### config.mk
export PLATFORM = sky130hd
export DESIGN_NAME = memControl
export DESIGN_NICKNAME = d
export VERILOG_FILES = /design/src/logic/mclPkg.sv /design/src/logic/cycleControl.sv /design/src/logic/heldStatus.sv /design/src/logic/memControl.sv /design/src/logic/memFuncDecode.sv /design/src/logic/vmaContext.sv
export VERILOG_INCLUDE_DIRS = /design/src /design/src/logic
export SDC_FILE = /design/constraint.sdc
export NUM_CORES = 1
export LEC_CHECK = 0
export BUFFER_PORTS_ARGS = -buffer_cell sky130_fd_sc_hd__clkbuf_2
export CAP_MARGIN = 20
export CORE_ASPECT_RATIO = 0.9
export CORE_UTILIZATION = 43
export DETAILED_ROUTE_END_ITERATION = 6
export PLACE_DENSITY = 0.85
export SYNTH_ARGS = -nofsm -noshare
export SYNTH_HDL_FRONTEND = slang
export SYNTH_HIERARCHICAL = 1
export SYNTH_SLANG_ARGS = --single-unit
export TNS_END_PERCENT = 30
### constraint.sdc
create_clock -name clk -period 1.3 [get_ports clk]
set_input_delay 0.26 -clock clk [delete_from_list [all_inputs] [get_ports clk]]
set_output_delay 0.26 -clock clk [all_outputs]
set_load 0.01 [all_outputs]
### src/logic/mcl_settings.svh
`ifndef MCL_SETTINGS_SVH
`define MCL_SETTINGS_SVH

// AD bus slice, numbered 1 to 12
`define MCL_AD_W 12

// Microword magic number field, numbered 0 to 8
`define MCL_MAGIC_W 9

// Diagnostic readback slice
`define MCL_DIAG_W 6

`endif

### src/logic/mclPkg.sv
package mclPkg;

  // Microword memory function field
  typedef enum logic [3:0] {
    memNop          = 4'd0,
    memARead        = 4'd1,
    memBWrite       = 4'd2,
    memCondFetch    = 4'd3,
    memRegFunc      = 4'd4,
    memAdFunc       = 4'd5,
    memEaCalc       = 4'd6,
    memRestoreVma   = 4'd7,
    memLoadAr       = 4'd8,
    memLoadArx      = 4'd9,
    memRwCycle      = 4'd10,
    memRpwCycle     = 4'd11,
    memWrite        = 4'd12,
    memUncondFetch  = 4'd13,
    memLoadArPause  = 4'd14,
    memLoadArxWrite = 4'd15
  } memFuncT;

  typedef struct packed {
    logic isAread;
    logic isAdFunc;
    logic isEaCalc;
    logic isRegFunc;
    logic isCondFetch;
    // Fixed cycle codes 8 to 15
    logic isPlain;
    logic reqEn;
    logic loadVma;
  } memStrobesT;

  typedef struct packed {
    logic loadAr;
    logic loadArx;
    logic pause;
    logic write;
    logic fetch;
    logic regFunc;
  } cycleFlagsT;

  typedef struct packed {
    logic user;
    logic public;
    logic previous;
    logic extended;
    logic adrErr;
  } vmaCtxT;

  typedef struct packed {
    cycleFlagsT cycle;
    vmaCtxT     ctx;
  } heldT;

  typedef struct packed {
    logic        user;
    logic        public;
    logic        pxctPrev;
    logic        sectionNonZero;
    logic [10:0] pcFlags;
  } procFlagsT;

endpackage

### src/logic/cycleControl.sv
`timescale 1ns/100ps
`include "mcl_settings.svh"

module cycleControl import mclPkg::*; (
  input  logic                        clk,
  input  logic                        rstN,
  input  memStrobesT                  strobes,
  input  memFuncT                     memField,
  input  logic [2:0]                  readMode,
  input  logic [0:`MCL_MAGIC_W-1]     magic,
  input  logic [1:`MCL_AD_W]          ad,
  output cycleFlagsT                  cycle
);

  cycleFlagsT nextCycle;

  always_comb begin
    nextCycle = '0;

    if (strobes.isAread) begin
      nextCycle.loadAr  = readMode[2];
      nextCycle.pause   = (readMode == 3'd7);
      nextCycle.write   = (readMode == 3'd3) || (readMode == 3'd6) || (readMode == 3'd7);
      nextCycle.loadArx = (readMode == 3'd1);
      nextCycle.fetch   = (readMode == 3'd1);
    end else if (strobes.isEaCalc) begin
      {nextCycle.loadAr, nextCycle.loadArx, nextCycle.pause, nextCycle.write} = magic[0:3];
    end else if (strobes.isAdFunc) begin
      {nextCycle.loadAr, nextCycle.loadArx, nextCycle.pause, nextCycle.write} = ad[1:4];
    end else if (strobes.isRegFunc) begin
      nextCycle.regFunc = magic[0];
    end else if (strobes.isCondFetch) begin
      nextCycle.loadArx = 1'b1;
      nextCycle.fetch   = 1'b1;
    end else if (memField == memBWrite) begin
      nextCycle.write = 1'b1;
    end else if (strobes.isPlain) begin
      // Fixed cycles
      nextCycle.loadAr  = (memField == memLoadAr) || (memField == memRwCycle) ||
                          (memField == memRpwCycle) || (memField == memLoadArPause);
      nextCycle.loadArx = (memField == memLoadArx) || (memField == memUncondFetch) ||
                          (memField == memLoadArxWrite);
      nextCycle.pause   = (memField == memRpwCycle) || (memField == memLoadArPause);
      nextCycle.write   = (memField == memRwCycle) || (memField == memRpwCycle) ||
                          (memField == memWrite) || (memField == memLoadArxWrite);
      nextCycle.fetch   = (memField == memUncondFetch);
    end
  end

  always_ff @(posedge clk or negedge rstN) begin
    if (!rstN) begin
      cycle <= '0;
    end else if (strobes.reqEn) begin
      cycle <= nextCycle;
    end
  end

endmodule

### src/logic/heldStatus.sv
`timescale 1ns/100ps
`include "mcl_settings.svh"

module heldStatus import mclPkg::*; (
  input  logic                   clk,
  input  logic                   rstN,
  input  cycleFlagsT             cycle,
  input  vmaCtxT                 ctx,
  input  procFlagsT              proc,
  input  logic                   loadHeld,
  input  logic                   condSelVma,
  input  logic                   diagRead,
  input  logic [2:0]             diagSel,
  output heldT                   heldOrPc,
  output logic [`MCL_DIAG_W-1:0] diagData
);

  heldT held;
  logic vmaRead;
  logic storeAr;

  always_ff @(posedge clk or negedge rstN) begin
    if (!rstN) begin
      held <= '0;
    end else if (loadHeld) begin
      held <= '{cycle: cycle, ctx: ctx};
    end
  end

  assign heldOrPc = condSelVma ? held : heldT'(proc.pcFlags);

  // Store is a paused write with neither AR nor ARX loading
  assign vmaRead = cycle.loadAr | cycle.loadArx;
  assign storeAr = cycle.pause & cycle.write & ~cycle.loadAr & ~cycle.loadArx;

  always_comb begin
    diagData = '0;
    if (diagRead) begin
      case (diagSel)
        3'd0: diagData = held[5:0];
        3'd1: diagData = {1'b0, held[10:6]};
        3'd2: diagData = cycle;
        3'd3: diagData = {1'b0, ctx};
        3'd4: diagData = {2'b00, vmaRead, storeAr, cycle.loadAr, cycle.loadArx};
        3'd5: diagData = proc.pcFlags[5:0];
        3'd6: diagData = {1'b0, proc.pcFlags[10:6]};
        default: diagData = '0;
      endcase
    end
  end

endmodule

### src/logic/memControl.sv
`timescale 1ns/100ps
`include "mcl_settings.svh"

module memControl import mclPkg::*; (
  input  logic                    clk,
  input  logic                    rstN,
  input  memFuncT                 memField,
  input  logic [2:0]              readMode,
  input  logic                    testSatisfied,
  input  logic [0:`MCL_MAGIC_W-1] magic,
  input  logic [1:`MCL_AD_W]      ad,
  input  procFlagsT               proc,
  input  logic                    loadHeld,
  input  logic                    condSelVma,
  input  logic                    diagRead,
  input  logic [2:0]              diagSel,
  output logic                    mboxReq,
  output cycleFlagsT              cycle,
  output vmaCtxT                  ctx,
  output heldT                    heldOrPc,
  output logic [`MCL_DIAG_W-1:0]  diagData
);

  memStrobesT strobes;

  assign mboxReq = strobes.reqEn;

  memFuncDecode memFuncDecode_i (
    .memField      (memField),
    .readMode      (readMode),
    .testSatisfied (testSatisfied),
    .strobes       (strobes)
  );

  cycleControl cycleControl_i (
    .clk      (clk),
    .rstN     (rstN),
    .strobes  (strobes),
    .memField (memField),
    .readMode (readMode),
    .magic    (magic),
    .ad       (ad),
    .cycle    (cycle)
  );

  vmaContext vmaContext_i (
    .clk     (clk),
    .rstN    (rstN),
    .strobes (strobes),
    .ad      (ad),
    .proc    (proc),
    .ctx     (ctx)
  );

  heldStatus heldStatus_i (
    .clk        (clk),
    .rstN       (rstN),
    .cycle      (cycle),
    .ctx        (ctx),
    .proc       (proc),
    .loadHeld   (loadHeld),
    .condSelVma (condSelVma),
    .diagRead   (diagRead),
    .diagSel    (diagSel),
    .heldOrPc   (heldOrPc),
    .diagData   (diagData)
  );

endmodule

### src/logic/memFuncDecode.sv
`timescale 1ns/100ps

module memFuncDecode import mclPkg::*; (
  input  memFuncT    memField,
  input  logic [2:0] readMode,
  input  logic       testSatisfied,
  output memStrobesT strobes
);

  logic readModeIdle;

  // Read modes 0 and 2 need no memory cycle
  assign readModeIdle = (readMode == 3'd0) || (readMode == 3'd2);

  always_comb begin
    strobes = '0;

    strobes.isAread     = (memField == memARead);
    strobes.isAdFunc    = (memField == memAdFunc);
    strobes.isEaCalc    = (memField == memEaCalc);
    strobes.isRegFunc   = (memField == memRegFunc);
    strobes.isCondFetch = (memField == memCondFetch);
    strobes.isPlain     = memField[3];

    case (memField)
      memNop,
      memRestoreVma: begin
        strobes.reqEn = 1'b0;
      end
      memARead: begin
        strobes.reqEn = ~readModeIdle;
      end
      memCondFetch: begin
        strobes.reqEn = testSatisfied;
      end
      default: begin
        strobes.reqEn = 1'b1;
      end
    endcase

    // VMA is loaded for address-forming functions and all fixed cycles
    strobes.loadVma = strobes.isAread |
                      strobes.isAdFunc |
                      strobes.isEaCalc |
                      strobes.isPlain;
  end

endmodule

### src/logic/vmaContext.sv
`timescale 1ns/100ps
`include "mcl_settings.svh"

module vmaContext import mclPkg::*; (
  input  logic                clk,
  input  logic                rstN,
  input  memStrobesT          strobes,
  input  logic [1:`MCL_AD_W]  ad,
  input  procFlagsT           proc,
  output vmaCtxT              ctx
);

  vmaCtxT nextCtx;
  logic   adHighBad;

  // Extended address must have a clean section field and bit 12 set
  assign adHighBad = (ad[6:11] != '0) | ~ad[`MCL_AD_W];

  always_comb begin
    nextCtx = '0;

    if (strobes.isAdFunc) begin
      nextCtx.user     = ad[5];
      nextCtx.public   = ad[6];
      nextCtx.previous = ad[7];
      nextCtx.extended = ad[8];
    end else begin
      nextCtx.user     = proc.user;
      nextCtx.public   = proc.public;
      nextCtx.previous = proc.pxctPrev;
      nextCtx.extended = proc.sectionNonZero;
    end

    nextCtx.adrErr = nextCtx.extended & ~strobes.isAdFunc & adHighBad;
  end

  always_ff @(posedge clk or negedge rstN) begin
    if (!rstN) begin
      ctx <= '0;
    end else if (strobes.loadVma) begin
      ctx <= nextCtx;
    end
  end

endmodule

==> impl_metrics.json <==
{
  "gp_congestion": 0.895,
  "power.density_mw_per_mm2": 865,
  "setup_tns_ps": -2520,
  "synth_flop_cell": "dfrtp_1",
  "ys_types": 52,
  "grt_antenna_before_repair": 0,
  "fin_crit_sh": 1.31,
  "ys_top_cells_by_area": "dfrtp_1 31%, mux2i_1 8.4%, mux2_1 7.5%",
  "layout-drive-gt1-share": 0.542,
  "vias_per_cell": 5.70,
  "gr-total-overflow": 0,
  "first_iter_violations": 132,
  "die-area_mm2": 0.00444,
  "place_ws_ps": -380,
  "synth_commonest_cells": "22 x dfrtp_1, 17 x a21oi_1, 15 x mux2i_1",
  "utilization": 0.704,
  "cp.depth": 5,
  "finalInstanceArea_mm2": 0.00272,
  "grt_usage": 0.248,
  "placedCellCount": 336,
  "via_count": 1968,
  "yosys.area.top_type": "dfrtp_1",
  "rsz0062_at_grt": "yes",
  "finalWirelength_um": 5430,
  "diodes": 0,
  "cts_buffers": 3,
  "post_dp_cell_area_mm2": 0.00248,
  "synth_top_area_share": 0.307,
  "hold_slack_ps": 247,
  "critPathMaxStageDelay_ps": 400,
  "crit_fanout": 2,
  "grt_pass1_vias": 1938,
  "fin_crit_ps": 1710,
  "status": "complete, but fails checks",
  "slew_viol_final": 0,
  "finalPower_mw": 2.35,
  "io_pins": 81,
  "ir_drop_mv": 0.468,
  "clock_latency_ps": 270,
  "critPathSlowestCell": "dfrtp_1",
  "synth_most_common_cell": "dfrtp_1",
  "path_delay_family": "flip-flops",
  "ys_seq_elements": 22,
  "setup_violations": 19,
  "clk_path_buf_depth": 2,
  "endpoint_kind": "output port",
  "cts.sinks": 22,
  "crit_type": "reg -> out",
  "syn_area_mm2": 0.00180,
  "rr_worst_depth": 3,
  "hpwl_um": 4270,
  "clk_pin_slew_ps": 80,
  "final_cells": 345,
  "fp.coreArea_mm2": 0.00386,
  "fmax_mhz": 585,
  "ant_nets": 0,
  "cts_tree": "done",
  "area_delta_synth_final_pct": 51.4,
  "grt_start_max_net_pins": 23,
  "cts_htree_levels": 1,
  "rrSetupSlack_ps": 180,
  "drt-pass1-iter-count": 4,
  "fin_worst_skew_ps": 7.28,
  "nets": 352,
  "drv_cap": 0,
  "grt_first_pass_wirelength_um": 8850,
  "p_leak_nw": 1.37,
  "syn_nets": 239,
  "port-buffer-count": 75,
  "path_cells": "mux2_4 -> a22o_1 -> a21oi_2 -> nor2_1 -> clkbuf_2",
  "seq_area_frac_synth": 0.307,
  "tightest_slew_ps": 553,
  "crit_path_start_kind": "register",
  "synth.avg_cell_area_um2": 9.60,
  "die_w_um": 70.1,
  "hold_viol_final": 0,
  "postSynthCellCount": 187,
  "setup_ws_ps": -408,
  "start_util": 0.465,
  "row_count": 21,
  "arrival_ps": 1450,
  "violations": "setup timing",
  "cts-root-buf": "clkbuf_8",
  "slew_headroom": 0.632,
  "die_h_um": 63.3,
  "critical_path_buf_inv_count": 1,
  "min_path_cells": 3,
  "drc": 0,
  "ys.warnings.count": 6,
  "synth-edff-count": 0,
  "detail_route.wl_per_cell_um": 15.7,
  "async_flop_share": 1.00,
  "hold_class": "in -> reg",
  "critPathRequiredTime_ps": 1040
}
cells in the final DEF, fill, tap and decap left out, drive strengths merged, types with 6 or more instances in the layout:
master | synthesis | final
clkbuf | 1 | 75
buf | 11 | 47
mux2 | 25 | 25
dfrtp | 22 | 22
a21oi | 17 | 17
mux2i | 15 | 15
nor2 | 12 | 12
nor3 | 8 | 8
nand2 | 6 | 6
nand3b | 6 | 6
report_power, final:
part | internal (mW) | total [mW] | switching [mW]
Combinational | 0.473 | 0.878 | 0.405
Sequential | 0.766 | 0.833 | 0.0666
Clock | 0.412 | 0.639 | 0.228
flip-flops by register name, summed over array words and instances, names as in the netlist:
register	flops
heldStatus_i/held	11
cycleControl_i/cycle	6
vmaContext_i/ctx	5
cell type report:
type	count	area, um^2
multi-input combinational	150	1270
fill	303	1140
timing repair buffer	120	754
sequential	22	551
tap	46	57.6
clock buffer	3	41.3
clock inverter	1	30.0
inverter	3	11.3
logic make-up (layout without fill, tap and decap cells):
kind of cell              count (synthesis)  in the layout  share of synthesized area
AOI/OAI and AO/OA                        46             46                      0.172
and+or+nand+nor                          62             62                      0.213
xor gates and xnor gates                  2              2                    0.00976
muxes                                    40             40                      0.243
DFF                                      22             22                      0.307
buffers and inverters                    15            127                     0.0564
routing by layer:
layer	vias to the layer above	share of wire	track usage
li1	926	-	-
met4	0	0.011	0.0900
met5	-	0	0
met3	9	0.052	0.0464
met1	956	0.43	0.292
met2	77	0.51	0.446
worst paths after layout:
| check | to | start |
|---|---|---|
| setup / recovery | diagData[1] | cycleControl_i/cycle[5] |
| hold / removal | vmaContext_i/ctx[0] | proc[11] |
| setup reg to reg | heldStatus_i/held[7] | cycleControl_i/cycle[2] |
| hold reg to reg | heldStatus_i/held[6] | heldStatus_i/held[6] |
| max in group asynchronous | heldStatus_i/held[10] | rstN |
| min in group asynchronous | heldStatus_i/held[8] | rstN |
tightest hold or removal path, delay by kind of cell:
family | cells | cell delay, ps
buf+inv | 1 | 90
compound gates | 1 | 60
simple gates | 1 | 70
what timing repair did:
| item | CTS | global route |
|---|---|---|
| hold endpoints to repair | 22 | 0 |
| pin swaps | 5 | 4 |
| buffers inserted | 5 | 0 |
| endpoints found under the setup margin | 24 | 25 |
| hold buffers | 1 | 0 |
| gates resized for setup | 22 | 12 |
No activity file was read; power rests on OpenSTA's default activity.
